## config.mk

```make
export PLATFORM = sky130hd
export DESIGN_NAME = cpu_top
export DESIGN_NICKNAME = d
export VERILOG_FILES = /design/src/common/isa_pkg.sv /design/src/common/ctrl_pkg.sv /design/src/common/cpu_ctrl_if.sv /design/src/logic/reg_file.sv /design/src/logic/alu.sv /design/src/sequencer/sequence_control.sv /design/src/datapath/cpu_datapath.sv /design/src/logic/cpu_top.sv
export VERILOG_INCLUDE_DIRS = /design/src /design/src/common
export SDC_FILE = /design/constraint.sdc
export NUM_CORES = 1
export LEC_CHECK = 0
export BUFFER_PORTS_ARGS = -buffer_cell sky130_fd_sc_hd__buf_2
export CORE_ASPECT_RATIO = 1.75
export CORE_MARGIN = 3
export CORE_UTILIZATION = 45
export DETAILED_ROUTE_END_ITERATION = 12
export SYNTH_ARGS = -nofsm -noshare
export SYNTH_HDL_FRONTEND = slang
export SYNTH_SLANG_ARGS = --single-unit
```

## constraint.sdc

```tcl
create_clock -name Clk -period 12.6 [get_ports Clk]
set_input_delay 0.63 -clock Clk [delete_from_list [all_inputs] [get_ports Clk]]
set_output_delay 0.63 -clock Clk [all_outputs]
set_load 0.01 [all_outputs]
```

## src/common/cpu_defs.svh

```systemverilog
`ifndef CPU_DEFS_SVH
`define CPU_DEFS_SVH

// --------------------------------------------------
// Datapath widths
// --------------------------------------------------
`define CPU_WORD_W      16  // Data and instruction word
`define CPU_ADDR_W      16  // Memory and PC address

// --------------------------------------------------
// Register file size
// --------------------------------------------------
`define CPU_REG_N       8   // Number of general registers
`define CPU_REG_SEL_W   3   // Bits to pick one register

// Sequencer state encoding width
`define CPU_STATE_W     3

`endif

```

## src/common/isa_pkg.sv

```systemverilog
`default_nettype none

`include "cpu_defs.svh"

package isa_pkg;

    typedef logic [`CPU_WORD_W-1:0]    word_t;     // Data or instruction word
    typedef logic [`CPU_ADDR_W-1:0]    addr_t;     // Memory or PC address
    typedef logic [`CPU_REG_SEL_W-1:0] reg_sel_t;  // Register number

    // Opcodes live in IR[15:12]
    typedef enum logic [3:0] {
        OP_NOP = 4'h0,
        OP_LDI = 4'h1,  // Dest <= zero-extended IR[8:0]
        OP_LD  = 4'h2,  // Dest <= mem[IR[8:0]]
        OP_ST  = 4'h3,  // mem[IR[8:0]] <= Dest
        OP_STX = 4'h4,  // mem[reg[src2]] <= reg[dest]
        OP_JPL = 4'h5,  // IR[11] high means JMP, no link
        OP_RET = 4'h6,
        OP_BRD = 4'h7,  // PC relative, IR[9:0] offset
        OP_BRX = 4'h8,  // Target in reg[src1]
        OP_ADD = 4'h9,
        OP_SUB = 4'ha,
        OP_AND = 4'hb,
        OP_OR  = 4'hc,
        OP_XOR = 4'hd,
        OP_HLT = 4'hf
    } opcode_e;

    // Branch condition, IR[11:10]
    typedef enum logic [1:0] {
        BEQ = 2'b00,
        BNE = 2'b01,
        BLT = 2'b10,
        BCS = 2'b11
    } branch_cond_e;

    typedef enum logic [2:0] {
        ALU_ADD,
        ALU_SUB,
        ALU_AND,
        ALU_OR,
        ALU_XOR
    } alu_op_e;

    typedef struct packed {
        logic z;    // Zero
        logic c;    // Carry, or borrow after SUB
        logic n;    // Sign
        logic v;    // Signed overflow
    } flags_t;

endpackage

`default_nettype wire

```

## src/common/ctrl_pkg.sv

```systemverilog
`default_nettype none

`include "cpu_defs.svh"

package ctrl_pkg;

    typedef enum logic [`CPU_STATE_W-1:0] {
        FETCH_ADDR,     // PC onto the bus
        FETCH_DATA,     // IR <= mem_rdata, PC + 1
        DECODE,
        EXECUTE,        // LD and ALU write-back only
        IDLE            // Halted until reset
    } seq_state_e;

    // PC load source
    typedef enum logic [1:0] {
        PC_REL,         // PC + sign-extended IR[9:0]
        PC_REG,         // Read port 1
        PC_LINK         // Return address
    } pc_src_e;

    // Memory address source
    typedef enum logic [1:0] {
        ADDR_PC,
        ADDR_IMM,       // Zero-extended IR[8:0]
        ADDR_REG2       // Read port 2
    } addr_src_e;

    // Register file write data
    typedef enum logic [1:0] {
        DATA_IMM,
        DATA_MEM,
        DATA_ALU
    } data_src_e;

    typedef enum logic {
        RD1_DEST,       // IR[11:9]
        RD1_SRC1        // IR[6:4]
    } rd1_sel_e;

endpackage

`default_nettype wire

```

## src/common/cpu_ctrl_if.sv

```systemverilog
`timescale 1ns/100ps
`default_nettype none

interface cpu_ctrl_if import isa_pkg::*, ctrl_pkg::*; ();

    // Datapath status
    word_t       instr;     // Current IR
    flags_t      flags;

    // Sequencer controls
    logic        ir_ld;
    logic        pc_inc;
    logic        pc_ld;
    pc_src_e     pc_src;
    logic        link_ld;
    addr_src_e   addr_src;
    logic        mem_en;
    logic        mem_we;
    logic        reg_we;
    data_src_e   data_src;
    rd1_sel_e    rd1_sel;
    alu_op_e     alu_op;
    logic        alu_ld;    // Latch ALU result
    logic        flg_ld;    // Latch ALU flags
    logic        flg_rst;   // Clear flags after a branch

    modport sequencer (
        input  instr, flags,
        output ir_ld, pc_inc, pc_ld, pc_src, link_ld, addr_src, mem_en, mem_we,
               reg_we, data_src, rd1_sel, alu_op, alu_ld, flg_ld, flg_rst
    );

    modport datapath (
        output instr, flags,
        input  ir_ld, pc_inc, pc_ld, pc_src, link_ld, addr_src, mem_en, mem_we,
               reg_we, data_src, rd1_sel, alu_op, alu_ld, flg_ld, flg_rst
    );

endinterface

`default_nettype wire

```

## src/logic/reg_file.sv

```systemverilog
`timescale 1ns/100ps
`default_nettype none

`include "cpu_defs.svh"

module reg_file import isa_pkg::*; (
    input  wire logic     Clk,
    input  wire logic     we,
    input  wire reg_sel_t waddr,
    input  wire word_t    wdata,
    input  wire reg_sel_t raddr1,
    input  wire reg_sel_t raddr2,
    output word_t         rdata1,
    output word_t         rdata2
);

    word_t regs [`CPU_REG_N];   // No hardwired zero register

    // Single write port
    always_ff @(posedge Clk) begin
        if (we) begin
            regs[waddr] <= wdata;
        end
    end

    // Asynchronous reads
    assign rdata1 = regs[raddr1];
    assign rdata2 = regs[raddr2];

endmodule

`default_nettype wire

```

## src/logic/alu.sv

```systemverilog
`timescale 1ns/100ps
`default_nettype none

module alu import isa_pkg::*; (
    input  wire word_t   a,
    input  wire alu_op_e op,
    input  wire word_t   b,
    output word_t        result,
    output flags_t       flags
);

    localparam int W = $bits(word_t);

    logic [W:0] wide;   // Extra bit for carry or borrow

    always_comb begin
        wide   = '0;
        result = '0;
        flags  = '0;     // Logic ops leave c and v clear

        case (op)
            ALU_ADD: begin
                wide    = {1'b0, a} + {1'b0, b};
                result  = wide[W-1:0];
                flags.c = wide[W];
                // Same signs in, other sign out
                flags.v = (a[W-1] == b[W-1]) && (result[W-1] != a[W-1]);
            end
            ALU_SUB: begin
                wide    = {1'b0, a} - {1'b0, b};
                result  = wide[W-1:0];
                flags.c = wide[W];             // Borrow, a below b unsigned
                flags.v = (a[W-1] != b[W-1]) && (result[W-1] != a[W-1]);
            end
            ALU_AND: result = a & b;
            ALU_OR:  result = a | b;
            ALU_XOR: result = a ^ b;
            default: result = '0;
        endcase

        flags.z = (result == '0);
        flags.n = result[W-1];
    end

endmodule

`default_nettype wire

```

## src/sequencer/sequence_control.sv

```systemverilog
`timescale 1ns/100ps
`default_nettype none

module sequence_control import isa_pkg::*, ctrl_pkg::*; (
    input  wire logic     Clk,
    input  wire logic     reset,
    cpu_ctrl_if.sequencer ctrl,
    output logic          halted
);

    seq_state_e   state_q;
    seq_state_e   state_d;
    opcode_e      opcode;
    branch_cond_e cond;
    logic         take_branch;
    logic         alu_instr;    // Decoded op goes through the ALU

    assign opcode = opcode_e'(ctrl.instr[15:12]);
    assign cond   = branch_cond_e'(ctrl.instr[11:10]);
    assign halted = (state_q == IDLE);

    // --------------------------------------------------
    // Branch condition from the latched flags
    // --------------------------------------------------
    always_comb begin
        case (cond)
            BEQ:     take_branch = ctrl.flags.z;
            BNE:     take_branch = !ctrl.flags.z;
            BLT:     take_branch = ctrl.flags.n != ctrl.flags.v;  // Signed less than
            BCS:     take_branch = ctrl.flags.c;
            default: take_branch = 1'b0;
        endcase
    end

    // --------------------------------------------------
    // Control matrix
    // --------------------------------------------------
    always_comb begin
        // Defaults, all controls idle
        state_d       = state_q;
        alu_instr     = 1'b0;
        ctrl.ir_ld    = 1'b0;
        ctrl.pc_inc   = 1'b0;
        ctrl.pc_ld    = 1'b0;
        ctrl.pc_src   = PC_REL;
        ctrl.link_ld  = 1'b0;
        ctrl.addr_src = ADDR_PC;
        ctrl.mem_en   = 1'b0;
        ctrl.mem_we   = 1'b0;
        ctrl.reg_we   = 1'b0;
        ctrl.data_src = DATA_IMM;
        ctrl.rd1_sel  = RD1_DEST;
        ctrl.alu_op   = ALU_ADD;
        ctrl.alu_ld   = 1'b0;
        ctrl.flg_ld   = 1'b0;
        ctrl.flg_rst  = 1'b0;

        case (state_q)
            FETCH_ADDR: begin
                ctrl.mem_en   = 1'b1;       // Read at PC
                ctrl.addr_src = ADDR_PC;
                state_d       = FETCH_DATA;
            end

            FETCH_DATA: begin
                ctrl.ir_ld  = 1'b1;         // Word is on mem_rdata now
                ctrl.pc_inc = 1'b1;         // Bump PC on the same edge
                state_d     = DECODE;
            end

            DECODE: begin
                state_d = FETCH_ADDR;       // Most ops finish here
                case (opcode)
                    OP_NOP: ;
                    OP_HLT: state_d = IDLE;
                    OP_LDI: begin
                        ctrl.reg_we   = 1'b1;
                        ctrl.data_src = DATA_IMM;
                    end
                    OP_LD: begin
                        ctrl.mem_en   = 1'b1;   // Data back in EXECUTE
                        ctrl.addr_src = ADDR_IMM;
                        state_d       = EXECUTE;
                    end
                    OP_ST: begin
                        ctrl.mem_en   = 1'b1;
                        ctrl.mem_we   = 1'b1;
                        ctrl.addr_src = ADDR_IMM;
                        ctrl.rd1_sel  = RD1_DEST;   // Store data from dest field
                    end
                    OP_STX: begin
                        ctrl.mem_en   = 1'b1;
                        ctrl.mem_we   = 1'b1;
                        ctrl.addr_src = ADDR_REG2;  // Address from reg[src2]
                        ctrl.rd1_sel  = RD1_DEST;
                    end
                    OP_JPL: begin
                        ctrl.rd1_sel = RD1_SRC1;
                        ctrl.pc_src  = PC_REG;
                        ctrl.pc_ld   = 1'b1;
                        ctrl.link_ld = !ctrl.instr[11];  // JMP skips the link
                    end
                    OP_RET: begin
                        ctrl.pc_src = PC_LINK;
                        ctrl.pc_ld  = 1'b1;
                    end
                    OP_BRD: begin
                        ctrl.pc_src  = PC_REL;
                        ctrl.pc_ld   = take_branch;
                        ctrl.flg_rst = 1'b1;        // Flags are spent
                    end
                    OP_BRX: begin
                        ctrl.rd1_sel = RD1_SRC1;
                        ctrl.pc_src  = PC_REG;
                        ctrl.pc_ld   = take_branch;
                        ctrl.flg_rst = 1'b1;
                    end
                    OP_ADD: begin
                        alu_instr   = 1'b1;
                        ctrl.alu_op = ALU_ADD;
                    end
                    OP_SUB: begin
                        alu_instr   = 1'b1;
                        ctrl.alu_op = ALU_SUB;
                    end
                    OP_AND: begin
                        alu_instr   = 1'b1;
                        ctrl.alu_op = ALU_AND;
                    end
                    OP_OR: begin
                        alu_instr   = 1'b1;
                        ctrl.alu_op = ALU_OR;
                    end
                    OP_XOR: begin
                        alu_instr   = 1'b1;
                        ctrl.alu_op = ALU_XOR;
                    end
                    default: ;                  // Unused opcode acts as NOP
                endcase

                // Shared ALU setup, write-back in EXECUTE
                if (alu_instr) begin
                    ctrl.rd1_sel = RD1_SRC1;
                    ctrl.alu_ld  = 1'b1;
                    ctrl.flg_ld  = 1'b1;
                    state_d      = EXECUTE;
                end
            end

            EXECUTE: begin
                ctrl.reg_we   = 1'b1;
                ctrl.data_src = (opcode == OP_LD) ? DATA_MEM : DATA_ALU;
                state_d       = FETCH_ADDR;
            end

            IDLE: state_d = IDLE;           // Only reset leaves here

            default: state_d = FETCH_ADDR;
        endcase
    end

    // State register
    always_ff @(posedge Clk) begin
        if (reset) begin
            state_q <= FETCH_ADDR;
        end else begin
            state_q <= state_d;
        end
    end

endmodule

`default_nettype wire

```

## src/datapath/cpu_datapath.sv

```systemverilog
`timescale 1ns/100ps
`default_nettype none

module cpu_datapath import isa_pkg::*, ctrl_pkg::*; (
    input  wire logic    Clk,
    input  wire logic    reset,
    cpu_ctrl_if.datapath ctrl,
    output addr_t        mem_addr,
    output word_t        mem_wdata,
    input  wire word_t   mem_rdata
);

    localparam int IMM_W  = 9;     // LDI, LD, ST immediate
    localparam int OFFS_W = 10;    // BRD offset

    addr_t    pc_q;
    addr_t    link_q;       // Single return address
    word_t    ir_q;
    word_t    alu_q;
    flags_t   flg_q;

    reg_sel_t dest;
    reg_sel_t src1;
    reg_sel_t src2;
    reg_sel_t raddr1;
    word_t    rdata1;
    word_t    rdata2;
    word_t    reg_wdata;
    word_t    alu_result;
    flags_t   alu_flags;
    addr_t    pc_rel;
    addr_t    pc_next;

    // Instruction fields
    assign dest   = ir_q[11:9];
    assign src1   = ir_q[6:4];
    assign src2   = ir_q[2:0];
    assign raddr1 = (ctrl.rd1_sel == RD1_SRC1) ? src1 : dest;

    assign ctrl.instr = ir_q;
    assign ctrl.flags = flg_q;
    assign mem_wdata  = rdata1;    // Stores always use port 1

    // PC is already incremented by the time BRD acts
    assign pc_rel = pc_q + {{($bits(addr_t)-OFFS_W){ir_q[OFFS_W-1]}}, ir_q[OFFS_W-1:0]};

    // --------------------------------------------------
    // Muxes
    // --------------------------------------------------
    always_comb begin
        case (ctrl.addr_src)
            ADDR_IMM:  mem_addr = addr_t'(ir_q[IMM_W-1:0]);
            ADDR_REG2: mem_addr = addr_t'(rdata2);
            default:   mem_addr = pc_q;
        endcase

        case (ctrl.data_src)
            DATA_MEM: reg_wdata = mem_rdata;
            DATA_ALU: reg_wdata = alu_q;
            default:  reg_wdata = word_t'(ir_q[IMM_W-1:0]);    // Zero-extended
        endcase

        case (ctrl.pc_src)
            PC_REG:  pc_next = addr_t'(rdata1);
            PC_LINK: pc_next = link_q;
            default: pc_next = pc_rel;
        endcase
    end

    // --------------------------------------------------
    // Registers
    // --------------------------------------------------
    always_ff @(posedge Clk) begin
        if (reset) begin
            pc_q  <= '0;
            flg_q <= '0;
        end else begin
            if (ctrl.pc_ld) begin
                pc_q <= pc_next;
            end else if (ctrl.pc_inc) begin
                pc_q <= pc_q + 1'b1;
            end

            if (ctrl.flg_rst) begin
                flg_q <= '0;
            end else if (ctrl.flg_ld) begin
                flg_q <= alu_flags;
            end
        end
    end

    // Payload registers
    always_ff @(posedge Clk) begin
        if (ctrl.ir_ld)   ir_q   <= mem_rdata;
        if (ctrl.link_ld) link_q <= pc_q;       // Address after the call
        if (ctrl.alu_ld)  alu_q  <= alu_result;
    end

    reg_file u_reg_file (
        .Clk    (Clk),
        .we     (ctrl.reg_we),
        .waddr  (dest),
        .wdata  (reg_wdata),
        .raddr1 (raddr1),
        .raddr2 (src2),
        .rdata1 (rdata1),
        .rdata2 (rdata2)
    );

    alu u_alu (
        .a      (rdata1),
        .b      (rdata2),
        .op     (ctrl.alu_op),
        .result (alu_result),
        .flags  (alu_flags)
    );

endmodule

`default_nettype wire

```

## src/logic/cpu_top.sv

```systemverilog
`timescale 1ns/100ps
`default_nettype none

module cpu_top import isa_pkg::*; (
    input  wire logic  Clk,
    input  wire logic  reset,
    // Memory bus, one-cycle read latency
    output logic       mem_en,
    output logic       mem_we,
    output addr_t      mem_addr,
    output word_t      mem_wdata,
    input  wire word_t mem_rdata,
    output logic       halted      // High in IDLE until reset
);

    cpu_ctrl_if ctrl ();

    // --------------------------------------------------
    // Control and data halves
    // --------------------------------------------------
    sequence_control u_sequence_control (
        .Clk    (Clk),
        .reset  (reset),
        .ctrl   (ctrl),
        .halted (halted)
    );

    cpu_datapath u_cpu_datapath (
        .Clk       (Clk),
        .reset     (reset),
        .ctrl      (ctrl),
        .mem_addr  (mem_addr),
        .mem_wdata (mem_wdata),
        .mem_rdata (mem_rdata)
    );

    // Bus strobes come straight from the sequencer
    assign mem_en = ctrl.mem_en;
    assign mem_we = ctrl.mem_we;

endmodule

`default_nettype wire

```

# [After elaboration in Yosys (flattened, before gate mapping)]
# Memories as Yosys holds them, arrays and structs flattened. A register that Yosys moved wholly into a read port is not among the register bits.
# Cells that the tools add are included.
# W data, S select, Z words.
[word_totals] regBits=71 ram_bits=128 out_inout_bits=35 elab_cells=114 n_memories=1
[classes] add_sub_neg=4 n_eq_ne=36 muxes=44 n_bitwise=3 n_reduce_logical=17
[mem_list] memory="u_cpu_datapath.u_reg_file.regs" words=8 word_bits=16 rd=2 rd_clocked_by_memory_dff=1 wr=1 line_no="reg_file.sv:17" rtl="word_t regs [`CPU_REG_N];"
[op_table] cell="$pmux W16 S2" n=3
[op_table] cell="$pmux W16 S5" n=1
[op_table] cell="$mux W16" n=2
[op_table] cell="$eq A4 B4 Y1 const B" n=7
[op_table] cell="$pmux W3 S4" n=2
[op_table] cell="$mux W1" n=19
[op_table] cell="$add A16 B16 Y17" n=1
[op_table] cell="$sub A16 B16 Y17" n=1
[op_table] cell="$add A16 B1 Y16 const B" n=1
[op_table] cell="$add A16 B16 Y16" n=1
[op_table] cell="$and A16 B16 Y16" n=1
[op_table] cell="$eq A4 B3 Y1 const B" n=4
[op_table] cell="$logic_not A16 Y1" n=1
[op_table] cell="$or A16 B16 Y16" n=1
[op_table] cell="$xor A16 B16 Y16" n=1
[op_table] cell="$eq A3 B2 Y1 const B" n=4
[op_table] cell="$mux W3" n=4
[op_table] cell="$reduce_or A2 Y1" n=6
[op_table] cell="$eq A2 B2 Y1 const B" n=5
[op_table] cell="$pmux W1 S2" n=5
[op_table] cell="$eq A2 B1 Y1 const B" n=4
[op_table] cell="$eq A4 B2 Y1 const B" n=2
[op_table] cell="$mux W2" n=4
[op_table] cell="$pmux W2 S2" n=2
[op_table] cell="14 further kinds" n=22

# [Longest topological paths before layout]
# An unclocked memory read counts as a cell.
[depth] ltp_word=12 mapped_depth=24 mapped_depth_nobuf=20

# [By module]
# From an unflattened synthesis, not the netlist that was laid out.
[hier_totals] hier_cells=1135 hier_area_um2=13470.4
[modules_own_cells] mod="reg_file" instances=1 cells_each=255 area_per_inst_um2=6044.5 seq_area_each_um2=3843.7
[modules_own_cells] mod="cpu_datapath" instances=1 cells_each=406 area_per_inst_um2=4085.2 seq_area_each_um2=1841.8
[modules_own_cells] mod="alu" instances=1 cells_each=399 area_per_inst_um2=2831.5 seq_area_each_um2=0.0
[modules_own_cells] mod="sequence_control" instances=1 cells_each=75 area_per_inst_um2=509.2 seq_area_each_um2=60.1

# [Worst setup path after synthesis]
# OpenSTA, ideal clock, no wires.
[synth_path] kind="register -> register" from="reg u_sequence_control.state_q[2]" to="reg u_cpu_datapath.flg_q (netlist bit u_cpu_datapath.ctrl.flags[3])" setup_time_ns=0.069 t_arrival_ns=5.889 t_required_ns=12.531 slack_ns=6.642 path_stages_with_launch=21 path_cell_list="dfxtp_1 -> or3b_1 -> buf_2 -> nor3_2 -> mux2i_1 -> clkbuf_1 -> nand2_1 -> nand3_1 -> nand2_1 -> o21ai_0 -> inv_1 -> ha_1 -> a211oi_1 -> a211oi_1 -> o21ba_1 -> a211o_1 -> or4_1 -> or4_1 -> or4_1 -> or4_1 -> o21ai_1"
[synth_between] elab_chain_len=7
[synth_lines] item="start, declared" line_no="sequence_control.sv:11" rtl="seq_state_e state_q;"
[synth_lines] item="start signal, assigned" line_no="sequence_control.sv:167" rtl="state_q <= state_d;"
[synth_lines] item="$eq A3 B2 Y1 (*)" line_no="sequence_control.sv:58" rtl="case (state_q)"
[synth_lines] item="$mux W1 (*)" line_no="sequence_control.sv:58"
[synth_lines] item="$mux W3 (*)" line_no="cpu_datapath.sv:38" rtl="assign raddr1 = (ctrl.rd1_sel == RD1_SRC1) ? src1 : dest;"
[synth_lines] item="$mem_v2 Z8 W16 (*)"
[synth_lines] item="via mem_wdata[1]" line_no="cpu_top.sv:11" rtl="output word_t mem_wdata,"
[synth_lines] item="$sub A16 B16 Y17 / $add A16 B16 Y17 (equally long branches)" line_no="alu.sv:30, alu.sv:23"
[synth_lines] item="$pmux W16 S5 (*)" line_no="alu.sv:21" rtl="case (op)"
[synth_lines] item="via u_cpu_datapath.alu_result[3]" line_no="cpu_datapath.sv:29" rtl="word_t alu_result;"
[synth_lines] item="$logic_not A16 Y1 (*)" line_no="alu.sv:41" rtl="flags.z = (result == '0);"
[synth_lines] item="end signal, assigned" line_no="cpu_datapath.sv:87" rtl="flg_q <= alu_flags;"
[synth_lines] item="end, declared" line_no="cpu_datapath.sv:20" rtl="flags_t flg_q;"
# Mark *: on every way through the listed nets, which the timed path passes. The rest lies on a longest branch.
# A chain may end at the register's enable or synchronous reset.

==> results.tsv <==
metric	value	unit
first-pass GRT wire length	65.3	mm
vias per inst	6.25	
Total GRT Usage	27.7	%
non-filler cells, final	1738	
Tcrit/Tclk final	57.8	%
CTS Sinks	202	
vias in the first global route	10655	
htree depth	1	
Post-CTS Resized	0	
Post-DP Area	0.0138	mm2
Worst Path Required	13.05	ns
slowest stage delay, CP	0.74	ns
final WL	43.9	mm
FF+latch count, synth	202	
final net count	1437	
worst-case reg-to-reg path depth	19	
Slew HR	26.5	%
Syn Area/Cell	9.91	um2
Simple-Gate Fraction of Synth Area	18.5	%
Die W	135	um
Reg clk slew, reported paths	0.07	ns
post-synthesis compound-gate area fraction	15.2	%
Critical Path Sink	u_cpu_datapath.ctrl.flags[3]	
buffer depth of the longest clock path	3	
total grt overflow	0	
antenna violations before repair	0	
outcome	complete, no violations	
Iter 0 DRT Violations	961	
Mapped Cells	1324	
Setup violations, final	0	
Post-Synth Adder-Cell Area	6.94	%
setup TNS	0	ns
post-DP HPWL	32.0	mm
Die Y	232	um
leading cell type in the layout, fill and taps excluded	nand2_1	
Post-Syn Area	0.0131	mm2
wire per inst	25.3	um
n_diodes	0	
cts-stage hold buffer count	0	
Tmin final	7.28	ns
reg2reg end	u_cpu_datapath.ctrl.flags[3]	
GP Congestion	0.935	
setup repair bufs after CTS	0	
worst vdd ir	0.0000764	V
Die Area	0.0313	mm2
number of flops mapped to enable cells by yosys	176	
Startpoint Class	flip-flop	
maxcap violations	0	
TritonCTS clock tree	yes	
row count	82	
Distinct cells, synth	83	
reg2reg setup slack	5.32	ns
Crit Path Max Fanout	57	
Leak	5.49	nW
CTS Buf Count	20	
combinational family with the most area after synthesis	simple AND/OR/NAND/NOR gates	
initial core utilization	45.7	%
Placed Cells	1704	
CP startpoint	u_sequence_control.state_q[1]	
Clock Skew	0.0259	ns
design area	0.0144	mm2
XOR/XNOR share of the synthesized area	1.94	%
Power, Total	2.00	mW
most frequent cells in the layout	nand2_1 (227), edfxtp_1 (176), nand3_1 (87)	
core area	0.0287	mm2
Critical Path End Type	flip-flop	
slowest CP cell	o21ai_0	
Final Hold Viols	0	
mux contribution to synthesized area	8.88	%
largest net degree at the start of global routing	61	
DRC	0	
top_reg_cell synth	edfxtp_1	
crit-path most repeated cell	nand2_1	
critical path type	reg -> reg	
layout cells sized above 1	13.7	%
syn nets	1413	
Power Density	139	mW/mm2
Worst-Margin Slew	1.09	ns
sequential share of the synthesized area	44.3	%
routed via count	10869	
hold crit path type	in -> reg	
Clk Latency, worst-skew pair	0.52	ns
RR Startpoint	u_sequence_control.state_q[1]	
Critical Path AT	7.73	ns
cell breakdown of the critical path	or3b_1 -> nor3_2 -> mux2i_4 -> buf_4 -> nand2_1 -> nand3_1 -> nand2_1 -> o21ai_0 -> inv_1 -> ha_1 -> and3_1 -> a2111oi_0 -> o311ai_1 -> and4_1 -> a211oi_1 -> a31oi_1 -> or3_1 -> or4_1 -> o21ai_1	
synth warn	0	
Port Buffers	52	
Peak Freq	137	MHz
Area Overhead vs Synth	10.0	%
fraction of registers with async set/reset	0	%
Slew Limit Fails	0	
post-route ant nets	0	
CTS root buf	clkbuf_16	
Ports	53	
unrepaired setup endpoints after global routing	false	
Pre-Repair DR Iteration Count	5	
## worst max-delay path: cells and delay by family (launching register included)
family | cells | cell delay (ns)
AND/OR/NAND/NOR | 9 | 2.95
AO/OA/AOI/OAI | 6 | 2.24
buffers and inverters | 2 | 0.64
flip-flops | 1 | 0.53
adder cells (fa/ha/maj) | 1 | 0.46
multiplexers | 1 | 0.32
## cell families after synthesis
kind of cell / Yosys count
muxes: 72
DFF: 202
xor gates and xnor gates: 29
buffers and inverters: 142
and+or+nand+nor: 514
AOI/OAI and AO/OA: 294
adders and majority gates: 71
## registers in the layout, indices dropped and copies added, names as in the netlist, named ones only
name and count:
u_sequence_control.state_q 3, u_cpu_datapath.alu_q 16, u_cpu_datapath.ctrl.flags 4, u_cpu_datapath.pc_q 16
u_cpu_datapath.ctrl.instr 16, u_cpu_datapath.u_reg_file.regs 128, u_cpu_datapath.link_q 16
## synth_stat cells, types with 20 or more instances
cell	count	share of area, %
clkbuf_1	50	1.4
xnor2_1	21	1.4
a221oi_1	20	1.3
mux2i_1	25	1.9
a21oi_1	56	2.1
ha_1	68	6.5
nor3_1	27	1.0
inv_1	61	1.7
edfxtp_1	176	40
mux4_2	34	5.8
nand2_1	227	6.5
dfxtp_1	26	4.0
nand3_1	87	3.3
nor2_1	69	2.0
o21ai_0	78	3.0
## stage by stage
step	utilization, %	hold slack, ns	worst slack (ns)
2_1_floorplan	-	0.468	6.64
3_3_place_gp	48.1	0.483	5.64
3_5_place_dp	48.1	0.501	5.50
4_1_cts	50.2	0.298	5.45
5_1_grt	50.2	0.300	4.87
6_report	50.2	0.317	5.32
## worst min path at each step
stage,startpoint,end,depth (start not counted)
detailed placement,u_cpu_datapath.ctrl.flags[3],u_cpu_datapath.ctrl.flags[3],2
CTS,mem_rdata[3],u_cpu_datapath.ctrl.instr[3],1
global route,mem_rdata[3],u_cpu_datapath.ctrl.instr[3],1
global placement,u_cpu_datapath.ctrl.flags[3],u_cpu_datapath.ctrl.flags[3],2
floorplan,u_cpu_datapath.ctrl.flags[3],u_cpu_datapath.ctrl.flags[3],2
finish,mem_rdata[11],u_cpu_datapath.ctrl.instr[11],1
## power by group
| part | total (mW) | internal [mW] | switching (mW) |
|---|---|---|---|
| sequential | 0.778 | 0.753 | 0.0246 |
| combinational | 0.646 | 0.232 | 0.414 |
| clock | 0.577 | 0.315 | 0.262 |
| total | 2.00 | 1.30 | 0.701 |
## layer usage
layer  wire, um  part of all wire [%]  vias up  GRT usage [%]
li1           -                     -     4973              -
met5          0                     0        -              0
met2      22200                    51      434           49.0
met4       3350                   7.6        0           18.0
met3       2410                   5.5      151           4.38
met1      15900                    36     5311           30.5
## layout make-up
cell class              instances  area, um2
repair buffers                 83        493
multi-input cells             980       6820
inverters                      61        229
fillers                      2682      14300
flip-flops and latches        202       5810
clock buffers                  23        512
well taps                     378        473
clock inverters                11        101
Note: power is estimated with default switching activity, not from simulation.
